### src/logic/wb_pkg.sv
/*
  Shared definitions for the Wishbone system: bus widths, the address map
  of the two subordinates and the fixed words that appear on the bus.
  Imported by every RTL module and by the bound assertion module.
*/
package wb_pkg;

    localparam int WB_ADR_W = 32;
    localparam int WB_DAT_W = 32;
    localparam int WB_SEL_W = 4;

    // regions are selected by the address bits from here upward
    localparam int REGION_LSB = 16;

    localparam logic [WB_ADR_W-1:0] SRAM_BASE   = 32'h0000_0000;
    localparam logic [WB_ADR_W-1:0] PERIPH_BASE = 32'h0001_0000;

    // byte offsets of the peripheral registers inside their region
    localparam logic [REGION_LSB-1:0] PERIPH_OFS_COUNT   = 16'h0000;
    localparam logic [REGION_LSB-1:0] PERIPH_OFS_SCRATCH = 16'h0004;
    localparam logic [REGION_LSB-1:0] PERIPH_OFS_ID      = 16'h0008;

    localparam logic [WB_DAT_W-1:0] PERIPH_ID_WORD  = 32'h5742_0001;
    localparam logic [WB_DAT_W-1:0] UNMAPPED_WORD   = 32'hDEAD_BEEF;
    localparam logic [WB_DAT_W-1:0] MGR_POISON_WORD = 32'hBAD1_BAD1;

    typedef enum logic [1:0] {
        IDLE,
        WRITE,
        READ
    } mgr_state_t;

endpackage

### src/logic/wb_decoder.sv
/*
  Wishbone address decoder. Routes the manager's strobe to the SRAM or
  the peripheral block by the upper address bits and returns the chosen
  subordinate's read data and ack. Addresses outside both regions are
  answered here with UNMAPPED_WORD so the bus cannot hang.
*/
`timescale 1ns/1ps

module wb_decoder (
    input  logic                          CLK,
    input  logic                          nRST,

    // from and to the manager
    input  logic [wb_pkg::WB_ADR_W-1:0]   wb_adr,
    input  logic                          wb_stb,
    input  logic                          wb_cyc,
    output logic [wb_pkg::WB_DAT_W-1:0]   wb_rdata,
    output logic                          wb_ack,

    // subordinates
    output logic                          sram_stb,
    output logic                          periph_stb,
    input  logic [wb_pkg::WB_DAT_W-1:0]   sram_rdata,
    input  logic                          sram_ack,
    input  logic [wb_pkg::WB_DAT_W-1:0]   periph_rdata,
    input  logic                          periph_ack
);
    import wb_pkg::*;

    logic       hit_sram;
    logic       hit_periph;
    logic       unm_stb;
    // bit 0 marks the strobe as seen, bit 1 is the ack pulse
    logic [1:0] unm_q;

    assign hit_sram   = wb_adr[WB_ADR_W-1:REGION_LSB] == SRAM_BASE[WB_ADR_W-1:REGION_LSB];
    assign hit_periph = wb_adr[WB_ADR_W-1:REGION_LSB] == PERIPH_BASE[WB_ADR_W-1:REGION_LSB];

    assign sram_stb   = wb_stb && wb_cyc && hit_sram;
    assign periph_stb = wb_stb && wb_cyc && hit_periph;
    assign unm_stb    = wb_stb && wb_cyc && !hit_sram && !hit_periph;

    // responder for unmapped addresses, one ack per strobe
    always_ff @(posedge CLK, negedge nRST) begin
        if (!nRST) begin
            unm_q <= '0;
        end else begin
            unm_q[0] <= unm_stb && !unm_q[0] && !unm_q[1];
            unm_q[1] <= unm_q[0];
        end
    end

    always_comb begin
        if (hit_sram) begin
            wb_rdata = sram_rdata;
            wb_ack   = sram_ack;
        end else if (hit_periph) begin
            wb_rdata = periph_rdata;
            wb_ack   = periph_ack;
        end else begin
            wb_rdata = UNMAPPED_WORD;
            wb_ack   = unm_q[1];
        end
    end

endmodule

### config.mk
export PLATFORM = sky130hd
export DESIGN_NAME = wb_decoder
export DESIGN_NICKNAME = d
export VERILOG_FILES = /design/src/logic/wb_pkg.sv /design/src/logic/wb_decoder.sv
export SDC_FILE = /design/constraint.sdc
export NUM_CORES = 1
export LEC_CHECK = 0
export BUFFER_PORTS_ARGS = -buffer_cell sky130_fd_sc_hd__buf_4
export CAP_MARGIN = 20
export CORE_ASPECT_RATIO = 1.4
export CORE_MARGIN = 2
export CORE_UTILIZATION = 26
export DETAILED_ROUTE_END_ITERATION = 8
export GPL_ROUTABILITY_DRIVEN = 0
export GPL_TIMING_DRIVEN = 0
export PLACE_DENSITY_LB_ADDON = 0.12
export SLEW_MARGIN = 40
export SYNTH_ARGS = -nofsm -noshare
export SYNTH_HDL_FRONTEND = slang
export SYNTH_SLANG_ARGS = --single-unit
### constraint.sdc
create_clock -name CLK -period 2 [get_ports CLK]
set_input_delay 0.2 -clock CLK [delete_from_list [all_inputs] [get_ports CLK]]
set_output_delay 0.2 -clock CLK [all_outputs]
set_load 0.05 [all_outputs]
==> out/qor.txt, run 1 <==
Setup TNS Final - 0 ns
cell area after synthesis - 658 um2
count leader, synth - mux2i_1
top flop regs - unm_q (2)
post-synthesis mux area share - 52.7%
nature of the critical path startpoint - primary input
Worst Max-Slew Pin Slew - 0.298 ns
Die X-Extent - 46.5 um
Iter 0 DRT Violations - 7
Worst Path Max Fanout - 8
Total Routing Usage GR - 18.6%
syn avg cell area - 7.65 um2
Setup WS post-layout - 0.278 ns
CTS buffer count - 3
Max Fclk - 581 MHz
EDFF count, synth - 0
VDD IR max - 297 uV
Data required, critical path - 1.80 ns
Cells after Synth - 86
Tot Pwr - 337 uW
H-tree lvl count - 1
WS Path Type - in2out
compound-cell area share of the yosys netlist - 0%
Critical Path Most Common Cell - buf_4
simple-gate portion of the synthesized area - 31.0%
fillers - 192
Top reg by flops - unm_q
combinational family with the most area after synthesis - multiplexers
status - finished clean
final design utilization - 68.0%
pre-CTS WS - 0.265 ns
relative slew slack - 80.0%
CTS Sinks - 2
final count of pins violating max slew - 0
synthesized flop and latch total - 2
clock latency at the later pin of the worst-skew pair - 0.22 ns
IO Pins - 137
Yosys top cell area share - 48.7%
Root Buffer - clkbuf_4
P&R area growth vs syn - 147%
critical path capture point type - primary output
first-pass GRT wire length - 4.26 mm
pin count of the biggest net entering global routing - 11
antenna violations before repair - 0
Layout Nets - 313
final routed DRC violation total - 0
layout cell share with drive strength beyond 1 - 64.6%
clock power share - 25.8%
CTS clk-pin slew, worst paths - 0.03 ns
core box area - 0.00239 mm2
cell breakdown of the critical path - buf_4, nor4_2, and4_1, buf_6, mux2_4, buf_4
drt wl/cell - 11.9 um
P_sw - 84.8 uW
Pre-antenna DRT Iters - 2
number of flip-flops under the largest register name - 2
die area - 0.00296 mm2
minimum clock period - 1.72 ns
row cnt - 21
vias in the first global route - 1055
RSZ-0062 raised after global routing - no
IO buf count - 119
CTS tree - built
starting density of the core - 27.5%
Final setup viols - 0
worst-case clock buffer depth - 2
pwr dens - 207 mW/mm2
Synth cell types - 14
Post-synth top cells - mux2i_1, nand2_1, nor2_1
top cell type by total area after synthesis - mux2i_1
Routed Antenna Nets - 0
grt ovf - 0
crit share post-route - 86.1%
max capacitance violation total - 0
Worst Hold Class - in2reg
Worst Path Arrival - 1.52 ns
post-synthesis xor/xnor area fraction - 0%
Main synth FF type - dfrtp_1
drt via density - 4.56
Post-Synth Adder-Cell Area - 0%
Setup Skew - 0.00461 ns
Syn Nets - 188
Int Pwr - 252 uW
Ys Warns - 0
Crit-path slowest cell - nor4_2
Antenna diodes - 0
asr flop ratio synth - 100%
WL final - 2.89 mm
die height - 63.5 um
Via Count - 1109
Leakage Power - 0.000882 uW
HPWL Detailed - 2.54 mm
Final Hold Viols - 0
Reg power frac - 13.2%
sw frac - 25.2%
Comb power frac - 61.0%
Synth area leaders - mux2i_1, nand2_1, dfrtp_1, nor4_2, buf_6
sequential share of the synthesized area - 7.60%
CP peak stage delay - 0.33 ns
## worst paths after layout
| check | cells past startpoint | endpoint | startpoint | slack [ns] |
|---|---|---|---|---|
| min | 3 | unm_q[0] | wb_cyc | 0.27 |
| max reg2reg | 1 | unm_q[0] | unm_q[0] | 1.25 |
| max in group asynchronous | 2 | unm_q[1] | nRST | 1.61 |
| min in group asynchronous | 2 | unm_q[0] | nRST | 0.30 |
| max | 6 | wb_ack | wb_adr[30] | 0.28 |
| min reg2reg | 0 | unm_q[1] | unm_q[0] | 0.38 |
## cell usage in the layout (no fill, tap or decap)
master and n:
nor4_1 1, clkbuf_4 3, mux2i_1 32, buf_6 3
dlygate4sd3_1 1, nor4_2 3, nor3_1 3, inv_1 1
nand2_1 25, buf_4 119, and4_1 1, mux2_2 1
mux2_4 1, buf_2 4, dfrtp_1 2, nand4_2 1
nor2_1 8
## metrics by stage
step / instances / hold slack [ns] / cell area, um2
floorplan: 86 / -0.0956 / 658
global placement: 239 / -0.0179 / 1590
detailed placement: 239 / -0.0171 / 1590
CTS: 243 / 0.261 / 1630
global route: 243 / 0.310 / 1630
finish: 243 / 0.268 / 1630
## routing by layer
| layer | share of wire (%) | track usage (%) |
|---|---|---|
| met1 | 30 | 17.2 |
| met2 | 57 | 38.5 |
| met3 | 12 | 2.01 |
| met4 | 0.41 | 3.93 |
| met5 | 0 | 0 |
## cell families (layout without fill, tap and decap cells)
kind of cell,Yosys count,count (layout)
flip-flops,2,2
AND/OR/NAND/NOR,42,42
multiplexers,34,34
buffers and inverters,8,131
## area by class of cell
cell class,instances,area [um2],share of cell area (%)
buffer,7,53.8,3.31
timing repair buffer,120,903,55.5
inverter,1,3.75,0.231
clock buffer,3,22.5,1.38
multi-input combinational,76,551,33.8
tap,34,42.5,2.62
sequential,2,50.0,3.08
## repair_timing
action	in CTS	in global routing
gates resized for setup	0	0
hold endpoints to repair	2	0
buffers inserted	0	0
hold buffers	1	0
## critical path: cells and delay by family
kind                   cells  cell delay, ns
buffers and inverters      3            0.44
muxes                      1            0.30
and+or+nand+nor            2            0.58
## power groups by stage
stage               sequential, uW  combinational [uW]  clock, uW
global route                  44.8                 223       91.6
detailed placement            45.0                 205          0
finish                        44.5                 205       86.9
CTS                           44.5                 208       92.5
global placement              44.8                 199          0
floorplan                     44.4                69.4          0
No activity file was read; power rests on OpenSTA's default activity.
==> run 2, diff against run 1 <==
CORE_ASPECT_RATIO = 1.2   (was 1.4)
==> run 2 against run 1 <==
Against the previous run: utilization rose by 0.93 points; clock skew barely moved; via count fell by 0.36%; global-route usage rose by 1.3 points; routed wire length rose by 4.5%; cell area fell by 0.23%; sequential cell count did not move; critical path depth did not move; register-to-register slack barely moved; fmax fell by 0.50%; largest cell class unchanged.
==> out/qor.txt, run 2 (synthesis results as in run 1) <==
first-pass GRT wire length - 4.73 mm
M1 GR Usage - 19.4%
Hold Path Stages - 3
CP peak stage delay - 0.34 ns
starting density of the core - 28.0%
most used cells in the layout excluding fill and tap cells - buf_4, mux2i_1, nand2_1
Worst Path Buf+Inv - 3
post-CTS setup buffers - 0
Int Pwr - 252 uW
max capacitance violation total - 0
Routed Antenna Nets - 0
Setup Skew - 0.00419 ns
RSZ-0062 raised after global routing - no
P&R area growth vs syn - 147%
design area - 0.00162 mm2
M2 GR Usage - 44.4%
Crit path max-delay family - simple AND/OR/NAND/NOR gates
top flop regs - unm_q (2)
Layout Nets - 313
Total Routing Usage GR - 19.9%
core box area - 0.00235 mm2
pre-CTS WS - 0.276 ns
CTS buffer count - 3
IO Pins - 137
Data required, critical path - 1.80 ns
crit share post-route - 86.5%
sw frac - 25.6%
CTS clk-pin slew, worst paths - 0.03 ns
status - finished clean
reg2reg start - unm_q[0]
CTS hold repair buffers - 1
Worst Max-Slew Pin Slew - 0.302 ns
nature of the critical path startpoint - primary input
antenna violations before repair - 0
final count of pins violating max slew - 0
pin count of the biggest net entering global routing - 11
clock latency at the later pin of the worst-skew pair - 0.22 ns
Critical Path Stages - 6
drt wl/cell - 12.6 um
WL final - 3.02 mm
Antenna diodes - 0
layout cell share with drive strength beyond 1 - 64.6%
number of flip-flops under the largest register name - 2
die area - 0.00295 mm2
vias in the first global route - 1131
min-delay src - wb_cyc
Via Count - 1105
IO buf count - 119
H-tree lvl count - 1
Crit-path slowest cell - nor4_2
Worst Path Max Fanout - 8
CTS tree - built
final routed DRC violation total - 0
CTS Sinks - 2
row cnt - 19
P_sw - 86.9 uW
Comb power frac - 61.5%
Setup WS post-layout - 0.270 ns
Resized Gates After CTS - 0
Worst Path Arrival - 1.53 ns
Leakage Power - 0.000882 uW
Worst Hold Class - in2reg
worst-case clock buffer depth - 2
minimum clock period - 1.73 ns
Die X-Extent - 49.9 um
Hold Crit Endpoint - unm_q[0]
met3 Use GR - 3.03%
pwr dens - 209 mW/mm2
WS Path Type - in2out
Top reg by flops - unm_q
Reg power frac - 13.1%
Max Fclk - 578 MHz
relative slew slack - 79.7%
die height - 59.1 um
cell breakdown of the critical path - buf_4, nor4_2, and4_1, buf_6, mux2_4, buf_4
reg2reg end - unm_q[0]
Iter 0 DRT Violations - 7
VDD IR max - 385 uV
DP Area - 0.00159 mm2
Critical Path Most Common Cell - buf_4
GRT Max-Usage Layer - met2
commonest non-fill, non-tap cell in the layout - buf_4
Root Buffer - clkbuf_4
Final Hold Viols - 0
Pre-antenna DRT Iters - 4
Final setup viols - 0
grt ovf - 0
R2R Setup Slk - 1.26 ns
clock power share - 25.4%
critical path capture point type - primary output
HPWL Detailed - 2.66 mm
cells on worst reg2reg path - 1
drt via density - 4.60
==> run 2: cell counts in the layout (fill, tap and decap cells not counted) <==
Identical to the previous run, type by type.
==> run 2: layer usage <==
layer  part of all wire, %  up-vias
li1                      -      548
met1                    30      491
met2                    60       66
met3                   9.4        0
met4                     0        0
met5                     0        -
==> run 2: tightest hold or removal path, cell delays in order <==
cell     delay [ns]
buf_4          0.11
nand2_1        0.09
nor4_1         0.06
==> run 2: layout make-up <==
class	count	area, um2
inverter	1	3.75
fill	206	731
multi-input combinational	76	551
buffer	7	53.8
sequential	2	50.0
tap	31	38.8
timing repair buffer	120	903
clock buffer	3	22.5
==> run 2: how the worst max path moves through the flow <==
stage                  to  startpoint  slack, ns
6_report           wb_ack  wb_adr[22]       0.27
2_1_floorplan  periph_stb  wb_adr[30]      -0.09
3_5_place_dp       wb_ack  wb_adr[22]       0.28
4_1_cts            wb_ack  wb_adr[22]       0.28
3_3_place_gp       wb_ack  wb_adr[22]       0.27
5_1_grt            wb_ack  wb_adr[22]       0.22
==> run 2: power by group through the flow <==
stage | combinational (uW) | clock, uW | sequential [uW]
final | 209 | 85.9 | 44.4
after global routing | 227 | 92.6 | 44.9
after CTS | 211 | 89.1 | 44.5
after detailed placement | 209 | 0 | 44.9
after global placement | 200 | 0 | 44.8
after floorplan | 69.4 | 0 | 44.4
==> run 2: stage by stage <==
stage / std cells / TNS (ns) / utilization, % / total power [uW] / hold WS (ns)
after global placement: 236 / 0 / 67.6 / 244 / -0.0185
after detailed placement: 236 / 0 / 67.6 / 254 / -0.0169
final: 240 / 0 / 69.0 / 339 / 0.284
after floorplan: 86 / -0.173 / - / 114 / -0.0956
after CTS: 240 / 0 / 69.0 / 345 / 0.286
after global routing: 240 / 0 / 69.0 / 365 / 0.308
