==> src/logic/wb_pkg.sv <==
/*
  Shared definitions for the Wishbone system: bus widths, the address map
  of the two subordinates and the fixed words that appear on the bus.
  Imported by every RTL module and by the bound assertion module.
*/
package wb_pkg;

    localparam int WB_ADR_W = 32;
    localparam int WB_DAT_W = 32;
    localparam int WB_SEL_W = 4;

    // regions are selected by the address bits from here upward
    localparam int REGION_LSB = 16;

    localparam logic [WB_ADR_W-1:0] SRAM_BASE   = 32'h0000_0000;
    localparam logic [WB_ADR_W-1:0] PERIPH_BASE = 32'h0001_0000;

    // byte offsets of the peripheral registers inside their region
    localparam logic [REGION_LSB-1:0] PERIPH_OFS_COUNT   = 16'h0000;
    localparam logic [REGION_LSB-1:0] PERIPH_OFS_SCRATCH = 16'h0004;
    localparam logic [REGION_LSB-1:0] PERIPH_OFS_ID      = 16'h0008;

    localparam logic [WB_DAT_W-1:0] PERIPH_ID_WORD  = 32'h5742_0001;
    localparam logic [WB_DAT_W-1:0] UNMAPPED_WORD   = 32'hDEAD_BEEF;
    localparam logic [WB_DAT_W-1:0] MGR_POISON_WORD = 32'hBAD1_BAD1;

    typedef enum logic [1:0] {
        IDLE,
        WRITE,
        READ
    } mgr_state_t;

endpackage

==> src/logic/wb_periph.sv <==
/*
  Wishbone peripheral register block.
  Offset 0 is a free-running cycle counter (read only), offset 4 a scratch
  register with byte-select writes, offset 8 the identity word. Other
  offsets read 0. The ack is held back by PERIPH_WAIT cycles after the
  strobe is first sampled.
*/
`timescale 1ns/1ps

module wb_periph #(
    parameter int PERIPH_WAIT = 2
) (
    input  logic                          CLK,
    input  logic                          nRST,
    input  logic                          stb,
    input  logic                          we,
    input  logic [wb_pkg::WB_ADR_W-1:0]   adr,
    input  logic [wb_pkg::WB_SEL_W-1:0]   sel,
    input  logic [wb_pkg::WB_DAT_W-1:0]   wdata,
    output logic [wb_pkg::WB_DAT_W-1:0]   rdata,
    output logic                          ack
);
    import wb_pkg::*;

    localparam int CNT_W = (PERIPH_WAIT > 1) ? $clog2(PERIPH_WAIT) : 1;

    logic [WB_DAT_W-1:0]   count;
    logic [WB_DAT_W-1:0]   scratch;
    logic [WB_DAT_W-1:0]   rd_word;
    logic [CNT_W-1:0]      wait_cnt;
    logic [REGION_LSB-1:0] ofs;
    logic                  active;
    logic                  start;
    logic                  done;

    assign ofs   = adr[REGION_LSB-1:0];
    assign start = stb && !active && !ack;
    // access completes on the edge that raises ack
    assign done  = (PERIPH_WAIT == 0) ? start : (active && (wait_cnt == '0));

    always_ff @(posedge CLK, negedge nRST) begin
        if (!nRST) begin
            count    <= '0;
            scratch  <= '0;
            wait_cnt <= '0;
            active   <= 1'b0;
            ack      <= 1'b0;
        end else begin
            count <= count + 1'b1;
            ack   <= done;

            // wait-state down-counter
            if (start && (PERIPH_WAIT != 0)) begin
                active   <= 1'b1;
                wait_cnt <= CNT_W'(PERIPH_WAIT - 1);
            end else if (active) begin
                if (wait_cnt == '0) begin
                    active <= 1'b0;
                end else begin
                    wait_cnt <= wait_cnt - 1'b1;
                end
            end

            if (done && we && (ofs == PERIPH_OFS_SCRATCH)) begin
                for (int i = 0; i < WB_SEL_W; i++) begin
                    if (sel[i]) begin
                        scratch[i*8 +: 8] <= wdata[i*8 +: 8];
                    end
                end
            end
        end
    end

    always_comb begin
        case (ofs)
            PERIPH_OFS_COUNT:   rd_word = count;
            PERIPH_OFS_SCRATCH: rd_word = scratch;
            PERIPH_OFS_ID:      rd_word = PERIPH_ID_WORD;
            default:            rd_word = '0;
        endcase
    end

    always_ff @(posedge CLK) begin
        if (done && !we) begin
            rdata <= rd_word;
        end
    end

endmodule

==> config.mk <==
export PLATFORM = sky130hd
export DESIGN_NAME = wb_periph
export DESIGN_NICKNAME = d
export VERILOG_FILES = /design/src/logic/wb_pkg.sv /design/src/logic/wb_periph.sv
export SDC_FILE = /design/constraint.sdc
export NUM_CORES = 1
export LEC_CHECK = 0
export BUFFER_PORTS_ARGS = -buffer_cell sky130_fd_sc_hd__buf_2
export CAP_MARGIN = 20
export CORE_MARGIN = 5
export CORE_UTILIZATION = 33
export CTS_BUF_LIST = sky130_fd_sc_hd__clkbuf_16
export CTS_CLUSTER_SIZE = 40
export DETAILED_ROUTE_END_ITERATION = 8
export PLACE_DENSITY_LB_ADDON = 0.15
export SLEW_MARGIN = 10
export SYNTH_ARGS = -nofsm -noshare
export SYNTH_HDL_FRONTEND = slang
export SYNTH_SLANG_ARGS = --single-unit
==> constraint.sdc <==
create_clock -name CLK -period 5.9 [get_ports CLK]
set_input_delay 0.295 -clock CLK [delete_from_list [all_inputs] [get_ports CLK]]
set_output_delay 0.295 -clock CLK [all_outputs]
set_load 0.01 [all_outputs]
==> results of run 1 <==
worst max-delay path: stages (launching register included):
cell and delay [ns]:
dfrtp_1 0.41, ha_1 0.21, nand3_1 0.19, nor2_1 0.65
nor4b_1 0.39, xor2_1 0.17
flip-flops by register name, indices dropped and copies added (netlist names):
name      cells
ack           1
active        1
count        32
rdata        32
scratch      32
wait_cnt      1
layout by cell type, fill, tap and decap left out, types with 5 or more instances in the layout:
master / count
a32o_1: 24
nor2_1: 16
inv_1: 5
nand3_1: 20
dfrtp_1: 67
buf_2: 88
mux2_2: 31
xnor2_1: 23
edfxtp_1: 32
nand4_1: 13
xor2_1: 7
o2bb2ai_1: 8
clkbuf_16: 9
nand2_1: 7
cell type report:
cell class	count	area, um2
multi-input cells	182	1520
clock buffers	9	225
well taps	172	215
clock inverters	7	91.3
inverters	5	18.8
fillers	1210	7390
flip-flops and latches	99	2640
repair buffers	92	470
kinds of logic (layout without fill, tap and decap cells):
group,count (synthesis),in the layout,share of synthesized area [%]
compound gates,34,34,7.59
xor+xnor,30,30,6.22
fa+ha+maj,1,1,0.296
buf+inv,17,113,1.69
flops,99,99,62.5
mux,32,32,8.53
simple gates,85,85,13.2
routing by layer:
metal	vias up	share of wire (%)	track usage, %
met3	14	3.4	2.74
met5	-	0	0
met2	53	52	22.9
met4	0	1.6	4.98
li1	1319	-	-
met1	1392	43	16.6
worst paths after layout:
path                           start          end  slack, ns  cells after the start
max                         count[0]    count[14]       3.81                      5
min                             nRST  scratch[26]       0.14                      2
max reg2reg                 count[0]    count[14]       3.81                      5
min reg2reg                   active     wait_cnt       0.47                      1
max in group asynchronous       nRST  scratch[13]       5.18                      2
min in group CLK           wdata[25]  scratch[25]       0.18                      2
stage by stage:
| step | std cells | hold WS [ns] | cell area, um2 | total power [mW] | utilization, % |
|---|---|---|---|---|---|
| final | 566 | 0.142 | 5170 | 1.52 | 41.2 |
| after global routing | 566 | 0.169 | 5170 | 1.59 | 41.2 |
| after CTS | 566 | 0.168 | 5170 | 1.54 | 41.2 |
| after detailed placement | 550 | 0.463 | 4860 | 0.916 | 38.7 |
| after global placement | 550 | 0.444 | 4860 | 0.913 | 38.7 |
| after floorplan | 298 | -0.000591 | 4220 | 0.839 | - |
power breakdown:
part	internal [mW]	leakage [nW]	switching (mW)	total, mW
Clock	0.371	0.157	0.252	0.623
Sequential	0.756	1.22	0.0131	0.769
Combinational	0.0454	0.957	0.0813	0.127
==> results_dict.tcl, run 1 <==
set metrics [dict create \
    syn_inst 298 \
    cts_buffers 9 \
    fp.dieH_um 123 \
    endpoint_kind "register" \
    num-nets-final 462 \
    finalCritPeriodShare_pct 35.5 \
    final_max_slew_viol_count 0 \
    io_pins 105 \
    dp_worst_setup_slack_ns 3.53 \
    grt_antenna_before_repair 0 \
    gp_congestion 0.766 \
    syn_to_final_growth_pct 22.5 \
    via_count 2778 \
    status "finished, final reports clean" \
    core_um2 12600 \
    start_util_pct 33.6 \
    wl_per_cell_um 17.0 \
    required_ns 6.16 \
    rsz0062_at_grt "false" \
    grt_pass1_vias 2945 \
    power_leakage_nw 2.34 \
    power_per_cell_area_nw_per_um2 293 \
    drive_gt1_share_pct 37.6 \
    setup_tns_ns 0 \
    synth_area_leader_cell "dfrtp_1" \
    port_buffers 88 \
    synth_nets 371 \
    cts_tree "built" \
    synthTopCellsByArea "dfrtp_1 40%, edfxtp_1 23%, mux2_2 8.3%" \
    relSlewSlack_pct 38.9 \
    finalHoldViolations 0 \
    ant_nets 0 \
    worst_pin_slew_ns 0.915 \
    synth_area_um2 4220 \
    htreeDepth 3 \
    peakVddDrop_uv 135 \
    dieArea_um2 15200 \
    synth_edf_count 32 \
    cts-root-buf "clkbuf_16" \
    drv_cap 0 \
    wirelength_um 9600 \
    grt-ovfl-total 0 \
    cts_setup_buffers 0 \
    crit_type "reg -> reg" \
    place_hpwl_um 6550 \
    synth-seq-cells 99 \
    viasPerCell 4.91 \
    worstSetupStartpointType "register" \
    dr.first_iter.drc_count 203 \
    skew_ns 0.00694 \
    die_w_um 123 \
    grt_usage_pct 13.3 \
    synth_most_common_cell "dfrtp_1" \
    firstDrtPassIters 4 \
    rows 41 \
    synth_seq_area_share_pct 62.5 \
    grt_max_degree 68 \
    setup_viol 0 \
    drc_errors 0 \
    cts_resized 0 \
    clockBufferDepth 2 \
    synth_ff_type "dfrtp_1" \
    hp-class "in -> async" \
    grt_first_pass_wirelength_um 15500 \
    async_flop_share_pct 67.7 \
    synth_top_area_share_pct 39.7 \
    cts.sink_count 99 \
    postCtsHoldBufs 0 \
    synth_cell_types 33 \
    fmax_mhz 478 \
    synth_commonest_cells "67 x dfrtp_1, 32 x edfxtp_1, 31 x mux2_2" \
    yosysWarnings 0 \
    fin_crit_ns 2.09 \
    avgSynthCellArea_um2 14.2 \
    cp_max_fo 11 \
    worst_slack_ns 3.81 \
    clk_pin_slew_ns 0.07 \
    worst_ep_arrival_time_ns 2.36 \
    clock_latency_ns 0.34 \
    antennaDiodeCount 0 \
]
Note: power is estimated with default switching activity, not from simulation.
==> run 2, diff against run 1 <==
==> constraint.sdc (replaced) <==
create_clock -name CLK -period 1.9 [get_ports CLK]
set_input_delay 0.095 -clock CLK [delete_from_list [all_inputs] [get_ports CLK]]
set_output_delay 0.095 -clock CLK [all_outputs]
set_load 0.01 [all_outputs]
==> results_dict.tcl, run 2 (same netlist as run 1, synthesis figures left out) <==
set metrics [dict create \
    antennaDiodeCount 0 \
    clockBufferDepth 2 \
    grt-ovfl-total 0 \
    rr_startpoint "count[2]" \
    skew_ns 0.00974 \
    clock_latency_ns 0.34 \
    top_regs "count (32), rdata (32), scratch (32)" \
    final_common_cell "buf_2" \
    port_buffers 88 \
    holdWs_ns 0.0331 \
    endpoint_kind "register" \
    finalCritPeriodShare_pct 87.5 \
    start_util_pct 33.6 \
    firstDrtPassIters 4 \
    rsz0062_at_grt "false" \
    final_max_slew_viol_count 0 \
    cts-root-buf "clkbuf_16" \
    dieArea_um2 15200 \
    peakVddDrop_uv 399 \
    syn_to_final_growth_pct 34.3 \
    worst_ep_arrival_time_ns 1.89 \
    core_um2 12600 \
    startpoint "count[2]" \
    power_per_cell_area_nw_per_um2 814 \
    worst_slack_ns 0.237 \
    via_count 2952 \
    num-nets-final 508 \
    dr.first_iter.drc_count 209 \
    fp.dieH_um 123 \
    cts.sink_count 99 \
    ant_nets 0 \
    worstSetupEndpoint "count[31]" \
    grt_usage_pct 14.0 \
    drv_cap 0 \
    p_total_mw 4.61 \
    relSlewSlack_pct 41.3 \
    hp-class "in -> reg" \
    status "finished, final reports clean" \
    layout_common_cells "88 x buf_2, 67 x dfrtp_1, 33 x dlygate4sd3_1" \
    grt_antenna_before_repair 0 \
    setup_viol 0 \
    rr_worst_depth 4 \
    htreeDepth 3 \
    cts_buffers 9 \
    crit_type "reg -> reg" \
    grt_max_degree 68 \
    wl_per_cell_um 16.0 \
    clk_pin_slew_ns 0.06 \
    io_pins 105 \
    worst_pin_slew_ns 0.879 \
    final_cell_area_um2 5670 \
    cts_tree "built" \
    required_ns 2.13 \
    rows 41 \
    rr_endpoint "count[31]" \
    fmax_mhz 601 \
    die_w_um 123 \
    grt_pass1_vias 3070 \
    ff2ff_setup_slack_ns 0.24 \
    finalHoldViolations 0 \
    drc_errors 0 \
    drive_gt1_share_pct 35.5 \
    grt_first_pass_wirelength_um 15900 \
    fin_crit_ns 1.66 \
    cts_setup_buffers 0 \
    gp_congestion 0.787 \
    wirelength_um 9820 \
    worstSetupStartpointType "register" \
    dp_worst_setup_slack_ns -0.0322 \
    place_hpwl_um 6600 \
    viasPerCell 4.82 \
    power_leakage_nw 2.56 \
    place_area_um2 5060 \
    cp_max_fo 5 \
]
==> run 2: cell types whose count changed in the layout (fill, tap and decap cells not counted), sizes merged <==
| cell | change |
|---|---|
| dlygate4sd3 | +33 |
| buf | +13 |
| inv | +2 |
| bufinv | -1 |
| clkinv | -1 |
==> run 2: repair_timing <==
| item | in CTS | in global routing |
|---|---|---|
| hold buffers | 33 | 0 |
| hold endpoints to repair | 99 | 0 |
| resized for setup | 0 | 0 |
| endpoints found under the setup margin | 0 | 0 |
==> run 2: how the worst min path moves through the flow <==
stage	start	end	cells after the start
after detailed placement	nRST	scratch[26]	2
after floorplan	nRST	ack	0
after CTS	stb	wait_cnt	3
after global routing	stb	wait_cnt	3
after global placement	nRST	scratch[24]	2
final	stb	wait_cnt	3
==> run 2: power by group <==
group | total [mW] | internal (mW) | switching (mW)
clock | 1.74 | 0.993 | 0.746
combinational | 0.487 | 0.221 | 0.266
sequential | 2.39 | 2.35 | 0.0406
==> run 2: worst max-delay path, cell delays in order (launching register included) <==
cell	delay, ns
dfrtp_1	0.41
nand4_1	0.30
nor3_1	0.49
nand4_1	0.19
xnor2_1	0.16
==> run 2: area by class of cell <==
cell class                      instances  area (um2)
Clock buffer                            9         225
Clock inverter                          7        52.6
Inverter                                5        18.8
Fill cell                            1177        6900
Timing Repair Buffer                  138         998
Multi-Input combinational cell        182        1520
Sequential cell                        99        2640
Tap cell                              172         215
==> run 2: per-layer routing <==
metal | GRT usage [%] | share of wire (%) | vias up
met3 | 2.74 | 3.2 | 12
met2 | 23.6 | 51 | 46
met1 | 17.3 | 44 | 1476
met5 | 0 | 0 | -
met4 | 6.23 | 1.9 | 0
li1 | - | - | 1418
==> run 2: metrics by stage <==
stage / instances / setup TNS (ns) / util (%)
after floorplan: 298 / 0 / -
after global placement: 563 / -0.205 / 40.3
after detailed placement: 563 / -0.210 / 40.3
after CTS: 612 / 0 / 45.1
after global routing: 612 / 0 / 45.1
final: 612 / 0 / 45.1
==> run 3, diff against run 2 <==
--- a/config.mk
+++ b/config.mk
@@ -5,14 +5,16 @@
 export SDC_FILE = /design/constraint.sdc
 export NUM_CORES = 1
 export LEC_CHECK = 0
+export ABC_CLOCK_PERIOD_IN_PS = 1900
 export BUFFER_PORTS_ARGS = -buffer_cell sky130_fd_sc_hd__buf_2
 export CAP_MARGIN = 20
+export CORE_ASPECT_RATIO = 0.7
 export CORE_MARGIN = 5
 export CORE_UTILIZATION = 33
 export CTS_BUF_LIST = sky130_fd_sc_hd__clkbuf_16
 export CTS_CLUSTER_SIZE = 40
 export DETAILED_ROUTE_END_ITERATION = 8
-export PLACE_DENSITY_LB_ADDON = 0.15
+export PLACE_DENSITY = 0.66
 export SLEW_MARGIN = 10
 export SYNTH_ARGS = -nofsm -noshare
 export SYNTH_HDL_FRONTEND = slang
==> results_dict.tcl, run 3 (same netlist as run 1, synthesis figures left out) <==
set metrics [dict create \
    status "finished, final reports clean" \
    top_regs "count (32), rdata (32), scratch (32)" \
    hold_start "wdata[4]" \
    power_per_cell_area_nw_per_um2 799 \
    power_leakage_nw 2.53 \
    grt-ovfl-total 0 \
    rows 34 \
    drv_cap 0 \
    relSlewSlack_pct 45.4 \
    rsz0062_at_grt "false" \
    syn_to_final_growth_pct 33.3 \
    clock_latency_ns 0.34 \
    skew_ns 0.00549 \
    grt_pass1_vias 3207 \
    grt_antenna_before_repair 0 \
    worstSetupStartpointType "register" \
    num-nets-final 506 \
    clockBufferDepth 2 \
    final_cell_area_um2 5630 \
    ant_nets 0 \
    final_cells 600 \
    layout_common_cells "88 x buf_2, 67 x dfrtp_1, 32 x dlygate4sd3_1, 32 x edfxtp_1, 31 x mux2_2" \
    final_max_slew_viol_count 0 \
    clk_pin_slew_ns 0.06 \
    fill_cells 1133 \
    multi_input_area_um2 1520 \
    worst_ep_arrival_time_ns 1.91 \
    gp_congestion 0.790 \
    crit_type "reg -> reg" \
    fp.dieH_um 105 \
    startpoint "count[1]" \
    fin_crit_ns 1.68 \
    grt_usage_pct 12.8 \
    finalCritPeriodShare_pct 88.4 \
    htreeDepth 3 \
    peakVddDrop_uv 489 \
    grt_max_degree 68 \
    drive_gt1_share_pct 36.3 \
    wirelength_um 9530 \
    cts_tree "built" \
    drc_errors 0 \
    firstDrtPassIters 4 \
    hp-class "in -> reg" \
    place_hpwl_um 6790 \
    io_pins 105 \
    placedCellCount 552 \
    rr_startpoint "count[1]" \
    cts_buffers 9 \
    fmax_mhz 596 \
    place_area_um2 5040 \
    dr.first_iter.drc_count 180 \
    start_util_pct 33.9 \
    die_w_um 145 \
    final-seq-area_um2 2640 \
    cp_max_fo 8 \
    via_count 2962 \
    worst_pin_slew_ns 0.817 \
    endpoint_kind "register" \
    port_buffers 88 \
    core_um2 12500 \
    setup_viol 0 \
    finalHoldViolations 0 \
    dieArea_um2 15200 \
    holdWs_ns 0.0197 \
    cts_setup_buffers 0 \
    cts.sink_count 99 \
    viasPerCell 4.94 \
    required_ns 2.13 \
    wl_per_cell_um 15.9 \
    antennaDiodeCount 0 \
    cts-root-buf "clkbuf_16" \
    grt_first_pass_wirelength_um 15900 \
    final_common_cell "buf_2" \
]
-- run 3: worst paths after layout --
check / endpoint / slack (ns) / cells past startpoint
worst min register to register: wait_cnt / 0.48 / 1
worst max-delay path: count[30] / 0.22 / 6
max in group asynchronous: scratch[0] / 1.29 / 3
worst max register to register: count[30] / 0.22 / 6
worst min-delay path: scratch[4] / 0.02 / 2
min in group asynchronous: scratch[26] / 0.28 / 3
-- run 3: layer usage --
metal	track usage (%)	wire length [um]	part of all wire (%)
met1	16.6	4330	45
met2	20.5	4570	48
met3	4.50	541	5.7
met4	3.73	82	0.86
met5	0	0	0
-- run 3: cell type report --
cell class                 instances  share of cell area, %
sequential                        99                   46.9
clock buffer                       9                   4.00
clock inverter                     7                  0.689
multi-input combinational        182                   27.1
timing repair buffer             136                   17.4
inverter                           5                  0.333
tap                              162                   3.60
-- run 3: stage by stage --
step / util (%) / setup WS, ns / TNS, ns / power [mW]
finish: 45.2 / 0.221 / 0 / 4.50
global route: 45.2 / 0.0932 / 0 / 4.70
CTS: 45.1 / 0.155 / 0 / 4.56
detailed placement: 40.4 / -0.0147 / -0.0742 / 2.87
global placement: 40.4 / 0.0159 / 0 / 2.85
floorplan: - / 0.118 / 0 / 2.61
-- run 3: worst max-delay path, stage by stage (launching register included) --
cell and delay, ns:
dfrtp_1 0.42, ha_1 0.21, nand3_1 0.17, nor2_1 0.26, buf_4 0.22, nand4_1 0.14
xnor2_1 0.15
-- run 3: timing repair --
action,CTS,global route
endpoints found under the hold margin,98,0
hold buffers,32,0
endpoints found under the setup margin,0,2
gates resized for setup,0,1
-- run 3: report_power, final --
part           switching, mW  internal, mW  leakage (nW)
Sequential            0.0439          2.35          1.22
Clock                  0.756         0.870         0.131
Combinational          0.268         0.211          1.18
