<file path="src/logic/wb_pkg.sv">
/*
  Shared definitions for the Wishbone system: bus widths, the address map
  of the two subordinates and the fixed words that appear on the bus.
  Imported by every RTL module and by the bound assertion module.
*/
package wb_pkg;

    localparam int WB_ADR_W = 32;
    localparam int WB_DAT_W = 32;
    localparam int WB_SEL_W = 4;

    // regions are selected by the address bits from here upward
    localparam int REGION_LSB = 16;

    localparam logic [WB_ADR_W-1:0] SRAM_BASE   = 32'h0000_0000;
    localparam logic [WB_ADR_W-1:0] PERIPH_BASE = 32'h0001_0000;

    // byte offsets of the peripheral registers inside their region
    localparam logic [REGION_LSB-1:0] PERIPH_OFS_COUNT   = 16'h0000;
    localparam logic [REGION_LSB-1:0] PERIPH_OFS_SCRATCH = 16'h0004;
    localparam logic [REGION_LSB-1:0] PERIPH_OFS_ID      = 16'h0008;

    localparam logic [WB_DAT_W-1:0] PERIPH_ID_WORD  = 32'h5742_0001;
    localparam logic [WB_DAT_W-1:0] UNMAPPED_WORD   = 32'hDEAD_BEEF;
    localparam logic [WB_DAT_W-1:0] MGR_POISON_WORD = 32'hBAD1_BAD1;

    typedef enum logic [1:0] {
        IDLE,
        WRITE,
        READ
    } mgr_state_t;

endpackage

</file>
<file path="src/logic/wb_manager.sv">
/*
  Single-transfer Wishbone manager. A write or read level from the user
  side starts one classic bus cycle; busy stays high until the cycle has
  been acknowledged. Read data is shown on rdata for the two cycles after
  busy falls and the poison word is shown at all other times.
  The user keeps adr, sel and wdata stable while busy is high.
*/
`timescale 1ns/1ps

module wb_manager (
    input  logic                          CLK,
    input  logic                          nRST,

    // user side
    input  logic                          write,
    input  logic                          read,
    input  logic [wb_pkg::WB_ADR_W-1:0]   adr,
    input  logic [wb_pkg::WB_SEL_W-1:0]   sel,
    input  logic [wb_pkg::WB_DAT_W-1:0]   wdata,
    output logic [wb_pkg::WB_DAT_W-1:0]   rdata,
    output logic                          busy,

    // bus side
    input  logic [wb_pkg::WB_DAT_W-1:0]   wb_rdata,
    input  logic                          wb_ack,
    output logic [wb_pkg::WB_ADR_W-1:0]   wb_adr,
    output logic [wb_pkg::WB_DAT_W-1:0]   wb_wdata,
    output logic [wb_pkg::WB_SEL_W-1:0]   wb_sel,
    output logic                          wb_we,
    output logic                          wb_stb,
    output logic                          wb_cyc
);
    import wb_pkg::*;

    mgr_state_t state;
    mgr_state_t next_state;

    logic [WB_ADR_W-1:0] next_adr;
    logic [WB_DAT_W-1:0] next_wdata;
    logic [WB_SEL_W-1:0] next_sel;
    logic                next_we;
    logic                next_stb;
    logic                next_cyc;
    logic                next_busy;
    logic [WB_DAT_W-1:0] next_rdata;

    // set by the first accepted request, rdata reads 0 before that
    logic armed;
    logic take;
    logic busy_prev;
    logic busy_fall;

    // exactly one of the two request levels
    assign take = (state == IDLE) && (write != read);

    always_ff @(posedge CLK, negedge nRST) begin
        if (!nRST) begin
            state    <= IDLE;
            armed    <= 1'b0;
            busy     <= 1'b0;
            rdata    <= '0;
            wb_adr   <= '0;
            wb_wdata <= '0;
            wb_sel   <= '0;
            wb_we    <= 1'b0;
            wb_stb   <= 1'b0;
            wb_cyc   <= 1'b0;
        end else begin
            state    <= next_state;
            armed    <= armed | take;
            busy     <= next_busy;
            rdata    <= next_rdata;
            wb_adr   <= next_adr;
            wb_wdata <= next_wdata;
            wb_sel   <= next_sel;
            wb_we    <= next_we;
            wb_stb   <= next_stb;
            wb_cyc   <= next_cyc;
        end
    end

    always_comb begin
        next_state = state;
        next_adr   = wb_adr;
        next_wdata = wb_wdata;
        next_sel   = wb_sel;
        next_we    = wb_we;
        next_stb   = wb_stb;
        next_cyc   = wb_cyc;
        next_busy  = busy;

        case (state)
            IDLE: begin
                if (write && !read) begin
                    next_busy  = 1'b1;
                    next_state = WRITE;
                end else if (read && !write) begin
                    next_busy  = 1'b1;
                    next_state = READ;
                end
            end
            WRITE, READ: begin
                // hold the user's request on the bus until ack
                next_adr   = adr;
                next_wdata = (state == WRITE) ? wdata : '0;
                next_sel   = sel;
                next_we    = (state == WRITE);
                next_stb   = 1'b1;
                next_cyc   = 1'b1;
                next_busy  = 1'b1;

                if (wb_ack) begin
                    next_state = IDLE;
                    next_adr   = '0;
                    next_wdata = '0;
                    next_sel   = '0;
                    next_we    = 1'b0;
                    next_stb   = 1'b0;
                    next_cyc   = 1'b0;
                    next_busy  = 1'b0;
                end
            end
            default: next_state = IDLE;
        endcase
    end

    always_ff @(posedge CLK, negedge nRST) begin
        if (!nRST) begin
            busy_prev <= 1'b0;
        end else begin
            busy_prev <= busy;
        end
    end

    // first idle cycle after a transfer
    assign busy_fall = busy_prev && !busy;

    always_comb begin
        next_rdata = armed ? MGR_POISON_WORD : '0;
        if ((state == READ) && wb_ack) begin
            next_rdata = wb_rdata;
        end else if (busy_fall) begin
            // keep the word for a second cycle
            next_rdata = rdata;
        end
    end

endmodule

</file>
<file path="config.mk">
export PLATFORM = sky130hd
export DESIGN_NAME = wb_manager
export DESIGN_NICKNAME = d
export VERILOG_FILES = /design/src/logic/wb_pkg.sv /design/src/logic/wb_manager.sv
export SDC_FILE = /design/constraint.sdc
export NUM_CORES = 1
export LEC_CHECK = 0
export BUFFER_PORTS_ARGS = -buffer_cell sky130_fd_sc_hd__buf_2
export CORE_AREA = 4 4 97 99
export DETAILED_ROUTE_END_ITERATION = 7
export DIE_AREA = 0 0 101 103
export PLACE_DENSITY = 0.84
export SYNTH_ARGS = -nofsm -noshare
export SYNTH_HDL_FRONTEND = slang
export SYNTH_SLANG_ARGS = --single-unit
</file>
<file path="constraint.sdc">
create_clock -name CLK -period 3.7 [get_ports CLK]
set_clock_uncertainty 0.1 [all_clocks]
set_input_delay 0.185 -clock CLK [delete_from_list [all_inputs] [get_ports CLK]]
set_output_delay 0.185 -clock CLK [all_outputs]
set_load 0.05 [all_outputs]
</file>
==> results.sh, run 1 <==
export IMPL_p_per_area_mw_per_mm2=891
export IMPL_grt_pass1_vias=3751
export IMPL_ios=209
export IMPL_numCtsBuffers=9
export IMPL_reg2reg_to="rdata[6]$_DFFE_PN0P_"
export IMPL_postSynthCellCount=300
export IMPL_path_class="flip-flop to flip-flop"
export IMPL_async_reset_ff_share_pct=100
export IMPL_yosys_top_cells_area="dfrtp_1, a22o_1, mux2i_1"
export IMPL_crit_arrival_ps=3080
export IMPL_p_clk_share_pct=11.4
export IMPL_outcome="complete, no violations"
export IMPL_synth_common_cells="dfrtp_1, a22o_1, inv_1"
export IMPL_postCtsSetupRepairBufs=0
export IMPL_hold_violations=0
export IMPL_rsz0062_at_grt="false"
export IMPL_drive_above_1_share_pct=38.9
export IMPL_yosysMostFrequentCell="dfrtp_1"
export IMPL_crit_required_ps=3870
export IMPL_ys_flop_type="dfrtp_1"
export IMPL_synth_nets=411
export IMPL_period_share_pct=78.8
export IMPL_slowest_delay_ps=880
export IMPL_grt_usage_pct=23.0
export IMPL_reg2reg_depth=5
export IMPL_root_buffer="clkbuf_8"
export IMPL_p_seq_share_pct=33.0
export IMPL_synth_seq_cells=107
export IMPL_htreeDepth=3
export IMPL_critical_path_startpoint_type="flip-flop"
export IMPL_grt_ovfl_total=0
export IMPL_hold_depth=3
export IMPL_row_count=34
export IMPL_cts_buffer_depth=2
export IMPL_placed_area_sq_mm=0.00518
export IMPL_grt_max_degree=89
export IMPL_crit_chain="inv_1, ha_1, and2_1, or3b_1, mux2i_1"
export IMPL_path_delay_family="simple AND/OR/NAND/NOR gates"
export IMPL_r2r_start="state[0]$_DFFE_PN0P_"
export IMPL_start_util_pct=47.8
export IMPL_coreArea_sq_mm=0.00855
export IMPL_ys_warn_count=0
export IMPL_dieHeight_um=103
export IMPL_die_width_um=101
export IMPL_place_gp_congestion=0.815
export IMPL_maxSlewHeadroom_pct=12.6
export IMPL_crit_slowest_cell="and2_1"
export IMPL_clk_pin_slew_ps=100
export IMPL_seq_area_frac_synth_pct=65.5
export IMPL_wl_per_cell_um=17.2
export IMPL_dieArea_sq_mm=0.0104
export IMPL_dpl_hpwl_um=7330
export IMPL_final_cell_area_sq_mm=0.00620
export IMPL_p_leak_nw=3.50
export IMPL_hold_path_class="input port to flip-flop"
export IMPL_tns_ps=0
export IMPL_setup_violations_final=0
export IMPL_ys_types=23
export IMPL_p_comb_share_pct=55.5
export IMPL_post_route_util_pct=72.5
export IMPL_synth_edf_count=0
export IMPL_diodes=0
export IMPL_tightest_slew_ps=1310
export IMPL_post_route_min_period_ps=2920
export IMPL_drtPass1Iterations=4
export IMPL_fmax_ghz=0.343
export IMPL_final_nets=695
export IMPL_cellInternalPower_mw=2.68
export IMPL_cts_tree="built"
export IMPL_endpoint_kind="flip-flop"
export IMPL_sw_frac_of_total_pct=51.6
export IMPL_syn_avg_cell_area_sq_um=13.6
export IMPL_drc=0
export IMPL_first_iter_violations=117
export IMPL_synth_top_cell_area_share_pct=65.5
export IMPL_area_growth_pct=51.7
export IMPL_drv_cap=0
export IMPL_hold_path_startpoint="wb_rdata[0]"
export IMPL_r2r_slack_ps=780
export IMPL_grt_pass1_wl_um=18700
export IMPL_drt_wl_total_um=12000
export IMPL_seqCellArea_sq_mm=0.00268
export IMPL_cts_sinks=107
export IMPL_syn_cell_area_sq_mm=0.00409
export IMPL_routed_via_density=5.17
export IMPL_io_buffer_count=208
export IMPL_num_vias=3601
export IMPL_multiInputGateArea_sq_mm=0.00120
export IMPL_antenna_found_initial=0
export IMPL_ant_nets=0
export IMPL_slew_violations=0
export IMPL_switchingPower_mw=2.85
export IMPL_insertion_delay_ps=350
export IMPL_hold_ws_ps=25.9
export IMPL_synth_top_area_cell="dfrtp_1"
export IMPL_hold_end="rdata[0]$_DFFE_PN0P_"
export IMPL_fillCellCount=561
export IMPL_critPathMaxFanout=34
export IMPL_peakVddDrop_mv=0.526
export IMPL_worst_path_buf_inv=1
==> cells in the final DEF, fill, tap and decap left out <==
master	instances
clkinvlp_4	2
ha_1	6
dfrtp_1	107
clkinv_2	1
buf_4	5
or3b_1	1
o22a_1	1
mux2i_1	18
a21oi_1	19
nand2_1	3
buf_2	207
nor3b_1	1
clkbuf_1	2
a21o_1	3
a21boi_1	1
nor2b_1	3
o21ai_0	2
a22o_1	81
mux2_2	1
o2bb2ai_1	1
inv_1	24
and2_1	2
clkbuf_8	9
dlygate4sd3_1	85
inv_2	1
inv_6	1
nor2b_4	1
clkinv_4	1
==> power by group through the flow <==
stage,sequential [mW],clock (mW),combinational (mW)
after global routing,1.87,0.692,3.24
after floorplan,3.19,0,0.923
after detailed placement,1.82,0,3.00
after global placement,1.82,0,2.94
final,1.83,0.631,3.07
after CTS,1.81,0.657,3.07
==> flip-flops by register name, summed over array words and instances, names as in the netlist <==
signal	cells
armed	1
busy	1
busy_prev	1
rdata	32
state	2
wb_adr	32
wb_cyc	1
wb_sel	4
wb_wdata	32
wb_we	1
==> worst register-to-register path, cell delays in order, from the launching register on <==
cell	delay, ps
dfrtp_1	430
inv_1	100
ha_1	160
and2_1	880
or3b_1	880
mux2i_1	290
==> final cells by class <==
type / count / share of cell area, %
inverter: 25 / 1.51
timing repair buffer: 297 / 31.0
clock buffer: 11 / 2.12
clock inverter: 5 / 0.605
sequential: 107 / 43.2
multi-input combinational: 144 / 19.4
tap: 108 / 2.18
==> routing by layer <==
metal  routed length, um  global-route usage (%)  up-vias
li1                    -                       -     1646
met1                4590                    28.0     1748
met2                6170                    40.3      183
met3                 915                    4.60       24
met4                 275                    9.30        0
met5                   0                       0        -
==> kinds of logic (layout without fill, tap and decap cells) <==
| group | count (synthesis) | after routing | synth area share [%] |
|---|---|---|---|
| AOI/OAI and AO/OA | 108 | 108 | 21.1 |
| and+or+nand+nor | 11 | 11 | 1.59 |
| muxes | 19 | 19 | 4.68 |
| DFF | 107 | 107 | 65.5 |
| adders and majority gates | 6 | 6 | 1.84 |
| buffers and inverters | 49 | 338 | 5.30 |
==> worst max-delay path by stage <==
stage | start | endpoint | slack [ps] | cells past startpoint
floorplan | state[0]$_DFFE_PN0P_ | rdata[13]$_DFFE_PN0P_ | 1820 | 8
global placement | state[0]$_DFFE_PN0P_ | rdata[15]$_DFFE_PN0P_ | 950 | 5
detailed placement | state[0]$_DFFE_PN0P_ | rdata[31]$_DFFE_PN0P_ | 800 | 5
CTS | state[0]$_DFFE_PN0P_ | rdata[13]$_DFFE_PN0P_ | 790 | 5
global route | state[0]$_DFFE_PN0P_ | rdata[28]$_DFFE_PN0P_ | 570 | 5
finish | state[0]$_DFFE_PN0P_ | rdata[6]$_DFFE_PN0P_ | 780 | 5
==> stage by stage <==
step                      cells  power [mW]  setup slack [ps]
after global routing        697        5.80               572
after floorplan             300        4.11              1820
after detailed placement    596        4.83               804
after global placement      596        4.76               948
final                       697        5.52               785
after CTS                   697        5.54               788
==> timing repair <==
| item | CTS | global route |
|---|---|---|
| hold buffers | 85 | 0 |
| resized for setup | 0 | 0 |
| endpoints found under the hold margin | 170 | 0 |
(Power assumes the default switching activity.)
==> run 2, diff against run 1 <==
Settings changed: CORE_AREA 4 4 97 99 to 4 4 105 107, DIE_AREA 0 0 101 103 to 0 0 109 111, PLACE_DENSITY 0.84 to 0.75.
Clock period 3.7 ns to 2.4 ns, I/O delays scaled along.
==> run 2 against run 1 <==
Compared with the run above:
- core utilization fell by 8.2 points
- flip-flop and latch count did not move
- first-iteration DRC count rose by 91%
- critical path depth rose by 1
- sequential power rose by 54%
- via count rose by 1.1%
- worst hold slack improved by 3.0 ps
- combinational power rose by 57%
- die area rose by 16%
- wire length rose by 4.0%
==> results.sh, run 2 (synthesis results as in run 1) <==
export IMPL_start_util_pct=40.3
export IMPL_endpoint_kind="flip-flop"
export IMPL_antenna_found_initial=0
export IMPL_maxSlewHeadroom_pct=58.1
export IMPL_fmax_ghz=0.457
export IMPL_row_count=37
export IMPL_multiInputGateArea_sq_mm=0.00120
export IMPL_coreArea_sq_mm=0.0101
export IMPL_diodes=0
export IMPL_die_width_um=109
export IMPL_grt_pass1_wl_um=19800
export IMPL_tns_ps=0
export IMPL_clk_pin_slew_ps=100
export IMPL_crit_required_ps=2610
export IMPL_tightest_slew_ps=629
export IMPL_dieHeight_um=111
export IMPL_post_route_min_period_ps=2190
export IMPL_ios=209
export IMPL_reg_top3="rdata: 32 flops, wb_adr: 32 flops, wb_wdata: 32 flops"
export IMPL_slew_violations=0
export IMPL_critPathMaxFanout=43
export IMPL_peakVddDrop_mv=0.884
export IMPL_drv_cap=0
export IMPL_ant_nets=0
export IMPL_area_growth_pct=59.5
export IMPL_fillCellCount=728
export IMPL_wl_per_cell_um=16.6
export IMPL_period_share_pct=91.2
export IMPL_seqCellArea_sq_mm=0.00268
export IMPL_layout_common_cells="buf_2, dfrtp_1, dlygate4sd3_1, a22o_1, inv_1"
export IMPL_drt_wl_total_um=12400
export IMPL_root_buffer="clkbuf_8"
export IMPL_outcome="complete, no violations"
export IMPL_cts_buffer_depth=2
export IMPL_layout_commonest_cell="buf_2"
export IMPL_num_vias=3642
export IMPL_cts_sinks=107
export IMPL_grt_max_degree=58
export IMPL_postCtsSetupRepairBufs=0
export IMPL_critical_path_startpoint_type="flip-flop"
export IMPL_cts_tree="built"
export IMPL_drtPass1Iterations=4
export IMPL_place_gp_congestion=0.723
export IMPL_post_route_util_pct=64.3
export IMPL_drc=0
export IMPL_hold_violations=0
export IMPL_first_iter_violations=223
export IMPL_grt_ovfl_total=0
export IMPL_final_nets=717
export IMPL_numCtsBuffers=9
export IMPL_htreeDepth=3
export IMPL_drive_above_1_share_pct=38.8
export IMPL_rsz0062_at_grt="false"
export IMPL_routed_via_density=4.88
export IMPL_dieArea_sq_mm=0.0121
export IMPL_io_buffer_count=208
export IMPL_p_per_area_mw_per_mm2=1360
export IMPL_grt_pass1_vias=3937
export IMPL_pre_cts_slack_ps=30.8
export IMPL_hold_path_class="input port to flip-flop"
export IMPL_placed_area_sq_mm=0.00527
export IMPL_p_leak_nw=3.63
export IMPL_insertion_delay_ps=360
export IMPL_crit_arrival_ps=2400
export IMPL_final_cell_area_sq_mm=0.00652
export IMPL_hold_ws_ps=28.9
export IMPL_dpl_hpwl_um=7660
export IMPL_grt_usage_pct=20.6
export IMPL_setup_violations_final=0
export IMPL_setup_ws_ps=210
export IMPL_path_class="flip-flop to flip-flop"
[run 2: changes by cell type in the layout (fill, tap and decap cells not counted), sizes merged]
| cell | before | now |
|---|---|---|
| clkbuf | 11 | 9 |
| inv | 26 | 28 |
| clkinvlp | 2 | 0 |
| bufinv | 0 | 2 |
| buf | 212 | 217 |
| dlygate4sd3 | 85 | 102 |
[run 2: final cells by class]
| cell class | count | share of cell area, % |
|---|---|---|
| clock inverters | 7 | 1.63 |
| repair buffers | 319 | 32.9 |
| flip-flops and latches | 107 | 41.1 |
| inverters | 25 | 1.44 |
| multi-input cells | 144 | 18.4 |
| clock buffers | 9 | 1.90 |
| well taps | 136 | 2.61 |
[run 2: critical path: stages (launching register included)]
cell and delay (ps):
dfrtp_1 420, inv_1 90, ha_1 350, inv_2 80
buf_4 370, o2bb2ai_1 170, dlygate4sd3_1 560
[run 2: path summary, 6_finish.rpt]
| kind | start | slack (ps) | to | cells past startpoint |
|---|---|---|---|---|
| worst max-delay path | state[0]$_DFFE_PN0P_ | 210 | wb_adr[30]$_DFFE_PN0N_ | 6 |
| worst min register to register | busy$_DFFE_PN0P_ | 350 | busy_prev$_DFF_PN0_ | 0 |
| max in group asynchronous | nRST | 1460 | wb_wdata[17]$_DFFE_PN0N_ | 3 |
| worst max register to register | state[0]$_DFFE_PN0P_ | 210 | wb_adr[30]$_DFFE_PN0N_ | 6 |
| min in group asynchronous | nRST | 60 | rdata[27]$_DFFE_PN0P_ | 2 |
| worst min-delay path | wb_ack | 30 | busy$_DFFE_PN0P_ | 3 |
[run 2: through the flow]
step / std cells / total power [mW]
floorplan: 300 / 6.34
global placement: 629 / 7.41
detailed placement: 629 / 7.51
CTS: 747 / 8.92
global route: 747 / 9.32
finish: 747 / 8.88
[run 2: where the power goes]
group          internal, mW  switching (mW)  leakage (nW)
sequential             2.43           0.374          1.35
combinational          1.37            3.46          2.17
clock                 0.606           0.638         0.116
total                  4.41            4.47          3.63
[run 2: repair_timing]
action,CTS,global route
resized for setup,0,1
hold buffers,102,0
setup endpoints to repair,0,33
endpoints found under the hold margin,207,0
[run 2: routing by layer]
layer,vias up,global-route usage (%),routed length (um),part of all wire [%]
met5,-,0,0,0
met4,0,8.84,317,2.5
met3,24,4.37,904,7.3
met2,164,35.5,6120,49
met1,1752,24.5,5100,41
li1,1702,-,-,-
==> run 3, diff against run 2 <==
Settings changed: BUFFER_PORTS_ARGS -buffer_cell sky130_fd_sc_hd__buf_2 to unset, CORE_AREA 4 4 105 107 to 4 4 95 97, DIE_AREA 0 0 109 111 to 0 0 99 101, DONT_BUFFER_PORTS set to 1, PLACE_DENSITY 0.75 to unset, PLACE_DENSITY_LB_ADDON set to 0.1.
==> run 3 against run 2 <==
Compared with the run above:
- the flow now stops in 4_1_cts
- synthesized area stayed put
- synthesized cell count stayed put
==> results.sh, run 3 <==
export IMPL_firstError="[ERROR RSZ-0060] Max buffer count reached."
export IMPL_yosys_top_cells_area="dfrtp_1, a22o_1, mux2i_1"
export IMPL_dpl_hpwl_um=6230
export IMPL_cts_hold_buf=101
export IMPL_htreeDepth=3
export IMPL_cts_sinks=107
export IMPL_cts_buffer_depth=2
export IMPL_synth_top_cell_area_share_pct=65.5
export IMPL_numCtsBuffers=9
export IMPL_postCtsSetupRepairBufs=0
export IMPL_yosysMostFrequentCell="dfrtp_1"
export IMPL_synth_nets=411
export IMPL_root_buffer="clkbuf_8"
export IMPL_failed_stage="4_1_cts"
export IMPL_place_gp_congestion=0.745
export IMPL_io_buffer_count=0
export IMPL_outcome="aborted with a tool error"
export IMPL_dieHeight_um=101
export IMPL_ys_warn_count=0
export IMPL_synth_common_cells="dfrtp_1, a22o_1, inv_1"
export IMPL_syn_cell_area_sq_mm=0.00409
export IMPL_die_width_um=99
export IMPL_ys_flop_type="dfrtp_1"
export IMPL_synth_seq_cells=107
export IMPL_syn_avg_cell_area_sq_um=13.6
export IMPL_synth_edf_count=0
export IMPL_seq_area_frac_synth_pct=65.5
export IMPL_async_reset_ff_share_pct=100
export IMPL_pre_cts_slack_ps=526
export IMPL_postSynthCellCount=300
export IMPL_ios=209
export IMPL_cts_resized=0
export IMPL_ys_types=23
export IMPL_synth_top_area_cell="dfrtp_1"
export IMPL_row_count=33
export IMPL_start_util_pct=50.3
export IMPL_numPlacedInstances=391
## run 3: cell counts after synthesis
No cell type changed its count.
## run 3: stage by stage
step | cell area [sq um] | hold WS [ps] | utilization [%]
2_1_floorplan | 4090 | -276 | -
3_3_place_gp | 4170 | -273 | 51.3
3_5_place_dp | 4170 | -273 | 51.3
## run 3: logic make-up after synthesis
group / Yosys count / synth area share (%)
AOI/OAI and AO/OA: 108 / 21.1
adders and majority gates: 6 / 1.84
buffers and inverters: 49 / 5.30
DFF: 107 / 65.5
muxes: 19 / 4.68
and+or+nand+nor: 11 / 1.59
==> run 4, diff against run 3 <==
Settings changed: CORE_AREA 4 4 95 97 to 4 4 112 114, DIE_AREA 0 0 99 101 to 0 0 116 118, PLACE_DENSITY_LB_ADDON 0.1 to 0.15.
Clock period 2.4 ns to 3.1 ns, I/O delays scaled along.
==> run 4 against run 3 <==
Compared with the run above:
- the run again fails in 4_1_cts
- synthesized area stayed put
- synthesized cell count unchanged
==> results.sh, run 4 <==
export IMPL_outcome="aborted with a tool error"
export IMPL_failed_stage="4_1_cts"
export IMPL_firstError="[ERROR RSZ-0060] Max buffer count reached."
export IMPL_syn_cell_area_sq_mm=0.00409
export IMPL_row_count=39
export IMPL_cts_hold_buf=101
export IMPL_dpl_hpwl_um=6470
export IMPL_cts_resized=0
export IMPL_syn_avg_cell_area_sq_um=13.6
export IMPL_io_buffer_count=0
export IMPL_postCtsSetupRepairBufs=0
export IMPL_cts_buffer_depth=2
export IMPL_synth_top_cell_area_share_pct=65.5
export IMPL_synth_top_area_cell="dfrtp_1"
export IMPL_async_reset_ff_share_pct=100
export IMPL_ys_warn_count=0
export IMPL_synth_edf_count=0
export IMPL_htreeDepth=3
export IMPL_synth_nets=411
export IMPL_postSynthCellCount=300
export IMPL_pre_cts_slack_ps=975
export IMPL_cts_sinks=107
export IMPL_numPlacedInstances=425
export IMPL_numCtsBuffers=9
export IMPL_die_width_um=116
export IMPL_place_gp_congestion=0.661
export IMPL_ios=209
export IMPL_yosysMostFrequentCell="dfrtp_1"
export IMPL_ys_flop_type="dfrtp_1"
export IMPL_root_buffer="clkbuf_16"
export IMPL_yosys_top_cells_area="dfrtp_1, a22o_1, mux2i_1"
export IMPL_ys_types=23
export IMPL_synth_seq_cells=107
export IMPL_start_util_pct=35.8
export IMPL_seq_area_frac_synth_pct=65.5
export IMPL_dieHeight_um=118
export IMPL_synth_common_cells="dfrtp_1, a22o_1, inv_1"
[run 4: kinds of logic after synthesis]
| logic type | Yosys count | share of synthesized area [%] |
|---|---|---|
| compound gates | 108 | 21.1 |
| buf+inv | 49 | 5.30 |
| mux | 19 | 4.68 |
| flops | 107 | 65.5 |
| simple gates | 11 | 1.59 |
| fa+ha+maj | 6 | 1.84 |
[run 4: per-stage QoR]
stage                     util, %  instance area [sq um]
after floorplan                 -                   4090
after global placement       36.9                   4210
after detailed placement     36.9                   4210
